--- src/verilog/vga_pkg.sv ---
`default_nettype none

package vga_pkg;

	//////////////////////////////
	// 640x480 raster timing
	//////////////////////////////

	// Horizontal, in pixels
	localparam int H_ACTIVE = 640;
	localparam int H_FRONT  = 16;
	localparam int H_SYNC   = 96;
	localparam int H_BACK   = 48;
	localparam int H_TOTAL  = H_ACTIVE + H_FRONT + H_SYNC + H_BACK;

	// Vertical, in lines
	localparam int V_ACTIVE = 480;
	localparam int V_FRONT  = 10;
	localparam int V_SYNC   = 2;
	localparam int V_BACK   = 33;
	localparam int V_TOTAL  = V_ACTIVE + V_FRONT + V_SYNC + V_BACK;

	//////////////////////////////
	// Types
	//////////////////////////////

	// Pixel or line position inside the full raster
	typedef logic [9:0] pix_count_t;

	// 4 bits each of red, green, blue
	typedef logic [11:0] rgb12_t;

endpackage

`default_nettype wire

--- src/verilog/debug_view_pkg.sv ---
`default_nettype none

package debug_view_pkg;

	//////////////////////////////
	// Text grid geometry
	//////////////////////////////

	// One character cell
	localparam int CELL_W = 8;
	localparam int CELL_H = 16;

	// Screen is four pages side by side
	localparam int PAGE_COLS = 20;

	// Screen rows carrying register lines
	localparam int FIRST_ROW = 2;
	localparam int LAST_ROW  = 9;

	// Column offsets inside a page
	localparam int LABEL_COL = 2;
	localparam int VALUE_COL = 10;

	//////////////////////////////
	// Register map
	//////////////////////////////

	localparam int REG_COUNT = 32;
	localparam int ADDR_FG   = 32;
	localparam int ADDR_BG   = 33;

	// White text on red
	localparam logic [11:0] FG_RESET = 12'hFFF;
	localparam logic [11:0] BG_RESET = 12'hF00;

	typedef logic [5:0]  reg_addr_t;
	typedef logic [4:0]  reg_index_t;
	typedef logic [31:0] debug_word_t;
	typedef logic [6:0]  char_code_t;

endpackage

`default_nettype wire

--- src/verilog/vga_sync_gen.sv ---
`timescale 1ns/1ns
`default_nettype none

module vga_sync_gen (
	input  logic                clk,
	input  logic                rst_n,
	output vga_pkg::pix_count_t h_count,
	output vga_pkg::pix_count_t v_count,
	output logic                hsync_raw,
	output logic                vsync_raw,
	output logic                active_raw
);
	import vga_pkg::*;

	logic h_last;
	logic v_last;
	logic in_hsync;
	logic in_vsync;

	assign h_last = (h_count == pix_count_t'(H_TOTAL - 1));
	assign v_last = (v_count == pix_count_t'(V_TOTAL - 1));

	//////////////////////////////
	// Pixel and line counters
	//////////////////////////////

	always_ff @(posedge clk) begin
		if (!rst_n) begin
			h_count <= '0;
		end else if (h_last) begin
			h_count <= '0;
		end else begin
			h_count <= h_count + pix_count_t'(1);
		end
	end

	// Line advances on the last pixel of each line
	always_ff @(posedge clk) begin
		if (!rst_n) begin
			v_count <= '0;
		end else if (h_last) begin
			if (v_last) begin
				v_count <= '0;
			end else begin
				v_count <= v_count + pix_count_t'(1);
			end
		end
	end

	//////////////////////////////
	// Sync and active windows
	//////////////////////////////

	// Sync pulse sits after the front porch
	assign in_hsync = (h_count >= pix_count_t'(H_ACTIVE + H_FRONT)) &&
		(h_count < pix_count_t'(H_ACTIVE + H_FRONT + H_SYNC));
	assign in_vsync = (v_count >= pix_count_t'(V_ACTIVE + V_FRONT)) &&
		(v_count < pix_count_t'(V_ACTIVE + V_FRONT + V_SYNC));

	// Both syncs are active low
	assign hsync_raw = ~in_hsync;
	assign vsync_raw = ~in_vsync;

	assign active_raw = (h_count < pix_count_t'(H_ACTIVE)) &&
		(v_count < pix_count_t'(V_ACTIVE));

endmodule

`default_nettype wire

--- src/verilog/debug_reg_bank.sv ---
`timescale 1ns/1ns
`default_nettype none

module debug_reg_bank (
	input  logic                        clk,
	input  logic                        rst_n,
	input  logic                        wr_en,
	input  debug_view_pkg::reg_addr_t   wr_addr,
	input  debug_view_pkg::debug_word_t wr_data,
	input  debug_view_pkg::reg_index_t  read_index,
	output debug_view_pkg::debug_word_t read_data,
	output vga_pkg::rgb12_t             fg_colour,
	output vga_pkg::rgb12_t             bg_colour
);
	import debug_view_pkg::*;

	debug_word_t words [REG_COUNT];

	logic hit_word;
	logic hit_fg;
	logic hit_bg;

	//////////////////////////////
	// Write decode
	//////////////////////////////

	// Addresses past the colour pair fall through unused
	assign hit_word = wr_en && (wr_addr < reg_addr_t'(REG_COUNT));
	assign hit_fg   = wr_en && (wr_addr == reg_addr_t'(ADDR_FG));
	assign hit_bg   = wr_en && (wr_addr == reg_addr_t'(ADDR_BG));

	always_ff @(posedge clk) begin
		if (!rst_n) begin
			for (int i = 0; i < REG_COUNT; i++) begin
				words[i] <= '0;
			end
		end else if (hit_word) begin
			words[wr_addr[4:0]] <= wr_data;
		end
	end

	// Colour registers keep only the low 12 bits
	always_ff @(posedge clk) begin
		if (!rst_n) begin
			fg_colour <= FG_RESET;
			bg_colour <= BG_RESET;
		end else begin
			if (hit_fg) begin
				fg_colour <= wr_data[11:0];
			end
			if (hit_bg) begin
				bg_colour <= wr_data[11:0];
			end
		end
	end

	//////////////////////////////
	// Renderer read port
	//////////////////////////////

	assign read_data = words[read_index];

endmodule

`default_nettype wire

--- src/verilog/glyph_rom.sv ---
`timescale 1ns/1ns
`default_nettype none

module glyph_rom (
	input  logic                       clk,
	input  debug_view_pkg::char_code_t char_code,
	input  logic [3:0]                 glyph_row,
	output logic [7:0]                 glyph_bits
);

	// Whole 8x16 glyph, row 0 in the top byte
	logic [127:0] glyph;

	//////////////////////////////
	// Font table
	//////////////////////////////

	always_comb begin
		case (char_code)
			// Digits
			7'h30: glyph = 128'h0000_7CC6_C6CE_DEF6_E6C6_C67C_0000_0000;
			7'h31: glyph = 128'h0000_1838_7818_1818_1818_187E_0000_0000;
			7'h32: glyph = 128'h0000_7CC6_060C_1830_60C0_C6FE_0000_0000;
			7'h33: glyph = 128'h0000_7CC6_0606_3C06_0606_C67C_0000_0000;
			7'h34: glyph = 128'h0000_0C1C_3C6C_CCFE_0C0C_0C1E_0000_0000;
			7'h35: glyph = 128'h0000_FEC0_C0C0_FC06_0606_C67C_0000_0000;
			7'h36: glyph = 128'h0000_3860_C0C0_FCC6_C6C6_C67C_0000_0000;
			7'h37: glyph = 128'h0000_FEC6_0606_0C18_3030_3030_0000_0000;
			7'h38: glyph = 128'h0000_7CC6_C6C6_7CC6_C6C6_C67C_0000_0000;
			7'h39: glyph = 128'h0000_7CC6_C6C6_7E06_0606_0C78_0000_0000;
			// Hex letters
			7'h41: glyph = 128'h0000_1038_6CC6_C6FE_C6C6_C6C6_0000_0000;
			7'h42: glyph = 128'h0000_FC66_6666_7C66_6666_66FC_0000_0000;
			7'h43: glyph = 128'h0000_3C66_C2C0_C0C0_C0C2_663C_0000_0000;
			7'h44: glyph = 128'h0000_F86C_6666_6666_6666_6CF8_0000_0000;
			7'h45: glyph = 128'h0000_FE66_6268_7868_6062_66FE_0000_0000;
			7'h46: glyph = 128'h0000_FE66_6268_7868_6060_60F0_0000_0000;
			// Remaining label letters
			7'h47: glyph = 128'h0000_3C66_C2C0_C0DE_C6C6_663A_0000_0000;
			7'h52: glyph = 128'h0000_FC66_6666_7C6C_6666_66E6_0000_0000;
			// Minus sign
			7'h2D: glyph = 128'h0000_0000_0000_00FE_0000_0000_0000_0000;
			// Space and anything unsupported
			default: glyph = '0;
		endcase
	end

	//////////////////////////////
	// Registered row output
	//////////////////////////////

	// Row r occupies bits 127-8r down to 120-8r
	always_ff @(posedge clk) begin
		glyph_bits <= glyph[{~glyph_row, 3'b000} +: 8];
	end

endmodule

`default_nettype wire

--- src/verilog/debug_text_render.sv ---
`timescale 1ns/1ns
`default_nettype none

module debug_text_render (
	input  logic                        clk,
	input  logic                        rst_n,
	input  vga_pkg::pix_count_t         h_count,
	input  vga_pkg::pix_count_t         v_count,
	input  logic                        hsync_raw,
	input  logic                        vsync_raw,
	input  logic                        active_raw,
	output debug_view_pkg::reg_index_t  read_index,
	input  debug_view_pkg::debug_word_t read_data,
	input  vga_pkg::rgb12_t             fg_colour,
	input  vga_pkg::rgb12_t             bg_colour,
	output vga_pkg::rgb12_t             rgb,
	output logic                        hsync,
	output logic                        vsync,
	output logic                        de
);
	import vga_pkg::*;
	import debug_view_pkg::*;

	logic [5:0]  cell_row;
	logic [5:0]  row_rel;
	logic [6:0]  cell_col;
	logic [1:0]  page;
	logic [4:0]  col_in_page;
	logic [3:0]  line_in_cell;
	logic [4:0]  label_pos;
	logic [2:0]  digit_pos;
	logic        text_row;
	logic        latch_win;
	reg_index_t  cell_index;
	debug_word_t word_buf [4];
	debug_word_t page_word;
	char_code_t  char_next;

	char_code_t  char_s1;
	logic [3:0]  glyph_row_s1;
	logic [2:0]  pix_col_s1;
	logic        active_s1;
	logic        hsync_s1;
	logic        vsync_s1;

	logic [7:0]  glyph_bits;
	logic [2:0]  pix_col_s2;
	logic        active_s2;
	logic        hsync_s2;
	logic        vsync_s2;

	function automatic char_code_t hex_char(input logic [3:0] nib);
		if (nib < 4'd10) begin
			return 7'h30 + {3'b000, nib};
		end
		// 'A' sits 7 codes past '9'+1
		return 7'h37 + {3'b000, nib};
	endfunction

	//////////////////////////////
	// Cell addressing
	//////////////////////////////

	assign cell_row     = 6'(v_count / CELL_H);
	assign line_in_cell = 4'(v_count % CELL_H);
	assign cell_col     = 7'(h_count / CELL_W);
	assign page         = 2'(cell_col / PAGE_COLS);
	assign col_in_page  = 5'(cell_col % PAGE_COLS);
	assign row_rel      = cell_row - 6'(FIRST_ROW);
	assign text_row     = (cell_row >= 6'(FIRST_ROW)) && (cell_row <= 6'(LAST_ROW));
	assign cell_index   = {row_rel[2:0], page};

	//////////////////////////////
	// Row word latch
	//////////////////////////////

	// Pages 0..3 are stepped by h_count 640..643 on the row's top line
	assign read_index = {row_rel[2:0], h_count[1:0]};
	assign latch_win  = text_row && (line_in_cell == 4'd0) &&
		(h_count >= pix_count_t'(H_ACTIVE)) && (h_count < pix_count_t'(H_ACTIVE + 4));

	always_ff @(posedge clk) begin
		if (latch_win) begin
			word_buf[h_count[1:0]] <= read_data;
		end
	end

	assign page_word = word_buf[page];

	//////////////////////////////
	// Character selection
	//////////////////////////////

	assign label_pos = col_in_page - 5'(LABEL_COL);
	assign digit_pos = 3'(col_in_page - 5'(VALUE_COL));

	always_comb begin
		char_next = 7'h20;
		if (active_raw && text_row) begin
			if (col_in_page >= 5'(LABEL_COL) && col_in_page < 5'(LABEL_COL + 6)) begin
				// REG-xx
				case (label_pos)
					5'd0: char_next = 7'h52;
					5'd1: char_next = 7'h45;
					5'd2: char_next = 7'h47;
					5'd3: char_next = 7'h2D;
					5'd4: char_next = hex_char({3'b000, cell_index[4]});
					default: char_next = hex_char(cell_index[3:0]);
				endcase
			end else if (col_in_page >= 5'(VALUE_COL) && col_in_page < 5'(VALUE_COL + 8)) begin
				// Most significant nibble first
				char_next = hex_char(page_word[{~digit_pos, 2'b00} +: 4]);
			end
		end
	end

	//////////////////////////////
	// Stage 1, character
	//////////////////////////////

	always_ff @(posedge clk) begin
		char_s1      <= char_next;
		glyph_row_s1 <= line_in_cell;
		pix_col_s1   <= h_count[2:0];
	end

	always_ff @(posedge clk) begin
		if (!rst_n) begin
			active_s1 <= 1'b0;
			hsync_s1  <= 1'b1;
			vsync_s1  <= 1'b1;
		end else begin
			active_s1 <= active_raw;
			hsync_s1  <= hsync_raw;
			vsync_s1  <= vsync_raw;
		end
	end

	//////////////////////////////
	// Stage 2, glyph row
	//////////////////////////////

	glyph_rom u_glyph_rom (
		.clk        (clk),
		.char_code  (char_s1),
		.glyph_row  (glyph_row_s1),
		.glyph_bits (glyph_bits)
	);

	always_ff @(posedge clk) begin
		pix_col_s2 <= pix_col_s1;
	end

	always_ff @(posedge clk) begin
		if (!rst_n) begin
			active_s2 <= 1'b0;
			hsync_s2  <= 1'b1;
			vsync_s2  <= 1'b1;
		end else begin
			active_s2 <= active_s1;
			hsync_s2  <= hsync_s1;
			vsync_s2  <= vsync_s1;
		end
	end

	//////////////////////////////
	// Stage 3, colour
	//////////////////////////////

	// Bit 7 is the leftmost pixel of the cell
	always_ff @(posedge clk) begin
		if (!rst_n) begin
			rgb   <= '0;
			hsync <= 1'b1;
			vsync <= 1'b1;
			de    <= 1'b0;
		end else begin
			rgb   <= (active_s2 && glyph_bits[~pix_col_s2]) ? fg_colour : bg_colour;
			hsync <= hsync_s2;
			vsync <= vsync_s2;
			de    <= active_s2;
		end
	end

endmodule

`default_nettype wire

--- src/verilog/debug_console_top.sv ---
`timescale 1ns/1ns
`default_nettype none

module debug_console_top (
	input  logic                        clk,
	input  logic                        rst_n,
	input  logic                        wr_en,
	input  debug_view_pkg::reg_addr_t   wr_addr,
	input  debug_view_pkg::debug_word_t wr_data,
	output vga_pkg::rgb12_t             rgb,
	output logic                        hsync,
	output logic                        vsync,
	output logic                        de
);
	import vga_pkg::*;
	import debug_view_pkg::*;

	pix_count_t  h_count;
	pix_count_t  v_count;
	logic        hsync_raw;
	logic        vsync_raw;
	logic        active_raw;
	reg_index_t  read_index;
	debug_word_t read_data;
	rgb12_t      fg_colour;
	rgb12_t      bg_colour;

	// Raster timing
	vga_sync_gen u_sync (
		.clk        (clk),
		.rst_n      (rst_n),
		.h_count    (h_count),
		.v_count    (v_count),
		.hsync_raw  (hsync_raw),
		.vsync_raw  (vsync_raw),
		.active_raw (active_raw)
	);

	// Host-written words and colours
	debug_reg_bank u_regs (
		.clk        (clk),
		.rst_n      (rst_n),
		.wr_en      (wr_en),
		.wr_addr    (wr_addr),
		.wr_data    (wr_data),
		.read_index (read_index),
		.read_data  (read_data),
		.fg_colour  (fg_colour),
		.bg_colour  (bg_colour)
	);

	// Text overlay, three clocks behind the counters
	debug_text_render u_render (
		.clk        (clk),
		.rst_n      (rst_n),
		.h_count    (h_count),
		.v_count    (v_count),
		.hsync_raw  (hsync_raw),
		.vsync_raw  (vsync_raw),
		.active_raw (active_raw),
		.read_index (read_index),
		.read_data  (read_data),
		.fg_colour  (fg_colour),
		.bg_colour  (bg_colour),
		.rgb        (rgb),
		.hsync      (hsync),
		.vsync      (vsync),
		.de         (de)
	);

endmodule

`default_nettype wire

--- config.mk ---
export PLATFORM = sky130hd
export DESIGN_NAME = debug_console_top
export DESIGN_NICKNAME = d
export VERILOG_FILES = /design/src/verilog/vga_pkg.sv /design/src/verilog/debug_view_pkg.sv /design/src/verilog/vga_sync_gen.sv /design/src/verilog/debug_reg_bank.sv /design/src/verilog/glyph_rom.sv /design/src/verilog/debug_text_render.sv /design/src/verilog/debug_console_top.sv
export SDC_FILE = /design/constraint.sdc
export NUM_CORES = 2
export LEC_CHECK = 0
export BUFFER_PORTS_ARGS = -buffer_cell sky130_fd_sc_hd__buf_2
export CAP_MARGIN = 10
export CORE_MARGIN = 5
export CORE_UTILIZATION = 25
export DETAILED_ROUTE_END_ITERATION = 10
export SYNTH_ARGS = -nofsm -noshare
export SYNTH_HDL_FRONTEND = slang
export SYNTH_SLANG_ARGS = --single-unit
--- constraint.sdc ---
create_clock -name clk -period 4.7 [get_ports clk]
set_input_delay 0.47 -clock clk [delete_from_list [all_inputs] [get_ports clk]]
set_output_delay 0.47 -clock clk [all_outputs]
set_load 0.1 [all_outputs]
# == Word level (Yosys, flattened, before mapping) ==
# Memory sizes are Yosys's and may differ from the RTL's.
# Cells that the tools add are included.
# Widths: inputs -> output; s select.
# totals
output_inout_bits,15
elab_cells,139
mem_bits_ro,0
latch_bits,0
memories,2
reg_bits,90
ram_bits,1152
# op_classes
order_cmp,18
reduce_logical,19
eq_ne,27
multipliers,0
div,2
muxes,33
add_sub_neg,11
n_bitwise,6
n_shift,2
# mem_list
name,words,word_bits,rd,rd_ports_with_merged_regs,write_ports,line,text
u_regs.words,32,32,1,0,32,debug_reg_bank.sv:17,debug_word_t words [REG_COUNT];
u_render.word_buf,4,32,1,0,1,debug_text_render.sv:35,debug_word_t word_buf [4];
# op_table
op,count
$pmux 112 s19,1
$shiftx 128x8->8,1
$eq 7x6->1 const B,11
$eq 7x7->1 const B,8
$mux 7,7
$pmux 7 s5,1
$div 7x5->32 const B,1
$mod 7x5->32 const B,1
$mux 32,1
$reduce_or 32->1,1
$shiftx 32x6->4,1
$lt 10x10->1 const B,3
$add 6x4->7 const A,4
$add 10x1->10 const B,2
$eq 10x10->1 const B,2
$ge 10x10->1 const B,2
$lt 10x9->1 const B,2
$mux 1,19
$add 6x1->7 const A,2
$logic_and 1x1->1,14
$eq 6x6->1 const B,2
$mux 12,1
$eq 5x2->1 const B,2
$ge 10x9->1 const B,1
23 further kinds,28

# == Longest topological paths before layout ==
# depth
word_depth,12
depth_mapped,24
mapped_depth_nobuf,19

# == Cells and area by module ==
# A second synthesis with hierarchy kept.
# hier_totals
hier_cells,4582
area_unflattened_um2,58593.7
# by_module_without_submodules
module,area_each_um2,cells_each,instances,seq_area_each_um2
debug_reg_bank,48177.5,3586,1,31230.0
debug_text_render,7345.8,567,1,4604.4
glyph_rom,2029.4,311,1,140.1
vga_sync_gen,1041.0,118,1,400.4

# == Worst setup path before layout ==
# Ideal clock, no wire load.
# synth_path
kind,register -> register
startpoint,register u_sync.h_count[7]
endpoint,register u_render.char_s1[1]
synth_period_minus_slack_ps,4702
path_slack_ps,-2
required_time_ps,4613
setup_time_ps,87
path_stages_with_launch,24
arrival_ps,4614
path_cell_list,dfxtp_1 > or2_1 > buf_2 > ha_1 > and3b_1 > nor4b_2 > a311oi_4 > nand2_4 > inv_4 > buf_8 > buf_6 > buf_4 > xnor2_1 > ha_1 > clkbuf_1 > inv_1 > clkbuf_1 > mux4_2 > nand3_1 > and3_1 > inv_1 > ha_1 > and2_1 > o31ai_1
# synth_via
elab_chain_cells,12
word_cells_on_any_way,42
classes_between,6 x add/sub; 2 x div; 7 x order compare; 4 x eq/ne; 1 x shift; 15 x mux; 1 x bitwise; 5 x reduce/logical; 1 x memory
# synth_lines
element,line,text
"start, declared",vga_sync_gen.sv:7,"output vga_pkg::pix_count_t h_count,"
"start signal, assigned",vga_sync_gen.sv:33,h_count <= h_count + pix_count_t'(1);
$mod 7x5->32,debug_text_render.sv:68,assign col_in_page = 5'(cell_col % PAGE_COLS);
$sub 3x2->3,debug_text_render.sv:95,assign digit_pos = 3'(col_in_page - 5'(VALUE_COL));
$not 3->3,debug_text_render.sv:112,"char_next = hex_char(page_word[{~digit_pos, 2'b00} +: 4]);"
$shiftx 32x6->4,debug_text_render.sv:112,
$lt 4x4->1,debug_text_render.sv:53,if (nib < 4'd10) begin
$mux 1,debug_text_render.sv:53,
$mux 1,debug_text_render.sv:110,end else if (col_in_page >= 5'(VALUE_COL) && col_in_page < 5'(VALUE_COL + 8)) begin
$mux 1,debug_text_render.sv:100,if (col_in_page >= 5'(LABEL_COL) && col_in_page < 5'(LABEL_COL + 6)) begin
$mux 1,debug_text_render.sv:99,if (active_raw && text_row) begin
$mux 7,debug_text_render.sv:57,"return 7'h37 + {3'b000, nib};"
$mux 7,debug_text_render.sv:110,
$mux 7,debug_text_render.sv:100,
"end signal, assigned",debug_text_render.sv:122,char_s1 <= char_next;
"end, declared",debug_text_render.sv:39,char_code_t char_s1;
# Parallel ways exist; a longest one is shown, timed or not. The select of a mux whose other input is x is not followed.
# A chain may end at the register's enable or synchronous reset.

# == Final worst setup path ==
# layout_path
startpoint,register u_sync.h_count[8]
endpoint,register u_render.char_s1[0]
# Same word-level chain as after synthesis.

==> impl_metrics.json <==
{
  "outcome": "completed",
  "yosysTopAreaCell": "edfxtp_1",
  "final_layout_size_suffix_gt1_share_pct": 21.1,
  "finalWeightedCongestion": 0.827,
  "finalPower_mw": 24.9,
  "hold_path_class": "input pin to register",
  "power_density_nw_per_um2": 380,
  "internal-power_mw": 19.2,
  "critPathCaptureType": "register",
  "cts_tree": "built",
  "synth.distinct_cells": 89,
  "timing.setup.tns_ns": 0,
  "max_freq_mhz": 230,
  "die_x_um": 487,
  "pwr-share-clk_pct": 41.6,
  "initial_core_util_pct": 25.1,
  "portBuffers": 55,
  "vias": 32317,
  "max-cap-violations": 0,
  "dpl.hpwl_um": 95700,
  "clock_latency_ns": 0.78,
  "irDropWorstVdd_uv": 309,
  "clk_pin_slew_ns": 0.06,
  "coreArea_um2": 227000,
  "wirelength_um": 160000,
  "seqPwrFrac_pct": 51.1,
  "cts_root_buffer": "clkbuf_16",
  "multiInputGateArea_um2": 19600,
  "finalCriticalPeriod_ns": 4.34,
  "critPathKind": "register to register",
  "first_iter_violations": 3888,
  "arrival_ns": 4.97,
  "fill_cells": 22551,
  "ys.flop_type": "edfxtp_1",
  "area.sequential_um2": 36400,
  "rows": 175,
  "antenna_found_initial": 21,
  "syn_area_per_cell_um2": 15.1,
  "synth_edf_count": 1152,
  "ys_seq_elements": 1241,
  "power.net_switching_mw": 5.72,
  "syn_inst": 3773,
  "grt_pass1_wl_um": 232000,
  "cp.required_ns": 5.32,
  "yosysWarnings": 0,
  "synthTopCellsByArea": "edfxtp_1 (61%), mux4_2 (13%), and2_1 (11%), dfxtp_1 (3.1%), clkbuf_1 (1.9%)",
  "cts-buffers-inserted": 135,
  "fin_crit_sh_pct": 92.4,
  "cts_buffer_depth": 3,
  "die_y_um": 487,
  "max_slew_margin_pct": 16.4,
  "vias_per_cell": 4.70,
  "fin_nets": 3808,
  "grt_overflow": 0,
  "rsz0062_at_grt": "no",
  "setup_viol": 0,
  "area_delta_synth_final_pct": 15.3,
  "seq_area_frac_synth_pct": 64.0,
  "fin_worst_skew_ns": 0.0382,
  "power.share.combinational_pct": 7.4,
  "antenna_left": 0,
  "grt_pass1_vias": 32681,
  "placedInstanceArea_um2": 61300,
  "synthesis.nets": 3827,
  "fp.dieArea_um2": 237000,
  "clkSinkCount": 1241,
  "ios": 56,
  "critPathLaunchType": "register",
  "p_sw_share_pct": 23.0,
  "grt_max_degree": 50,
  "cts_setup_buffers": 0,
  "wl_per_cell_um": 23.3,
  "ys_async_sr_fraction_pct": 0,
  "cts-htree-levels": 4,
  "hold_slack_ns": 0.122,
  "synth_area_um2": 56900,
  "drc": 0,
  "fin_util_pct": 28.9,
  "hold_viol": 0,
  "worstPathMaxFanout": 12,
  "worstMarginPinSlew_ns": 1.25,
  "design_area_um2": 65600,
  "grtUsageTotal_pct": 13.3,
  "p_leak_nw": 21.8,
  "netlist.area_leader.share_pct": 60.8,
  "first_pass_iters": 8,
  "drv_slew": 0
}
==> routing by layer <==
layer  GRT usage [%]  wire, µm  vias to the layer above
li1                -         -                    14009
met1            17.8     66000                    16727
met5               0        13                        -
met4            3.87      4180                        2
met3            3.02     13300                      252
met2            21.5     76900                     1327
==> placed cells by master (no fill, tap or decap), types with 12 or more instances in the layout <==
cell and instances:
edfxtp_1 1152, and2_1 1039, mux4_2 330, clkbuf_16 137
nand2_1 108, buf_4 108, dfxtp_1 86, nor2_1 80
mux2i_1 70, o21ai_0 55, buf_2 54, nand3_1 47
a21oi_1 44, mux2_2 34, clkinv_1 34, clkbuf_1 33
o21ai_4 32, nor2b_1 29, nor3_1 23, buf_12 20
nor2_2 19, nand4_1 17, nand2b_1 16, xnor2_1 16
inv_1 13, o22ai_1 13, nor2_4 13, ha_1 12
==> cells in the mapped netlist, types with 16 or more instances <==
cell and instances:
o21ai_0 87, nor2_1 112, mux2i_1 70, nand2_1 108
a21oi_1 44, mux4_2 330, nor3_1 23, nand2b_1 16
nand4_1 17, mux2_2 34, edfxtp_1 1152, clkbuf_1 291
nor2b_1 29, and2_1 1039, xnor2_1 16, buf_1 33
dfxtp_1 89, nand3_1 48
==> cell families after synthesis <==
family	after synthesis	share of synthesized area [%]
mux	434	15.0
buf+inv	361	2.49
fa+ha+maj	14	0.304
simple gates	1448	14.9
compound gates	252	2.95
flops	1241	64.0
xor+xnor	23	0.354
==> path summary, 6_finish.rpt <==
path | end | slack, ns | cells after the start | start
hold reg to reg | u_render.pix_col_s2[0] | 0.33 | 0 | u_render.pix_col_s1[0]
setup reg to reg | u_render.char_s1[0] | 0.36 | 18 | u_sync.h_count[8]
setup / recovery | u_render.char_s1[0] | 0.36 | 18 | u_sync.h_count[8]
hold / removal | u_regs.fg_colour[2] | 0.12 | 2 | rst_n
==> final cells by class <==
| type | count | area share (%) |
|---|---|---|
| Sequential cell | 1241 | 55.5 |
| Timing Repair Buffer | 183 | 2.28 |
| Clock buffer | 173 | 5.48 |
| Clock inverter | 61 | 0.969 |
| Tap cell | 3009 | 5.74 |
| Inverter | 22 | 0.143 |
| Antenna cell | 9 | 0.0343 |
| Multi-Input combinational cell | 2171 | 29.9 |
==> power by group through the flow <==
stage | combinational [mW] | clock (mW) | sequential (mW)
after global placement | 1.83 | 0 | 12.9
after floorplan | 1.08 | 0 | 12.9
after detailed placement | 1.85 | 0 | 13.0
final | 1.84 | 10.3 | 12.7
after global routing | 1.92 | 11.0 | 12.8
after CTS | 1.85 | 10.5 | 12.7
==> repair_timing <==
action                                  CTS  global route
hold buffers                              0             0
resized for setup                         0             4
endpoints found under the setup margin    0             5
==> critical path: stages, from the launching register on <==
cell      delay, ns
dfxtp_1        0.44
or2_1          0.35
ha_1           0.34
and3b_1        0.20
nor4b_2        0.36
a311oi_4       0.10
nand2_4        0.10
inv_4          0.04
xnor2_1        0.20
ha_1           0.29
inv_1          0.23
nand2_1        0.14
nor3_1         0.20
a31oi_1        0.11
o211ai_1       0.12
o311ai_2       0.20
a211oi_2       0.34
nor4_1         0.09
or3_1          0.36
==> per-stage QoR <==
step	std cells	setup slack [ns]
global placement	6626	0.285
finish	6869	0.356
floorplan	3773	0.130
CTS	6860	0.207
global route	6865	0.0780
detailed placement	6626	0.216
==> registers in the layout, indices dropped and copies added, names as in the netlist, 7 cells and up <==
name,count
u_render.u_glyph_rom.glyph_bits,7
u_regs.fg_colour,12
u_regs.bg_colour,12
u_render.char_s1,7
u_render.rgb,12
u_regs.words,1024
u_render.word_buf,128
u_sync.v_count,10
u_sync.h_count,10
(Power assumes the default switching activity.)
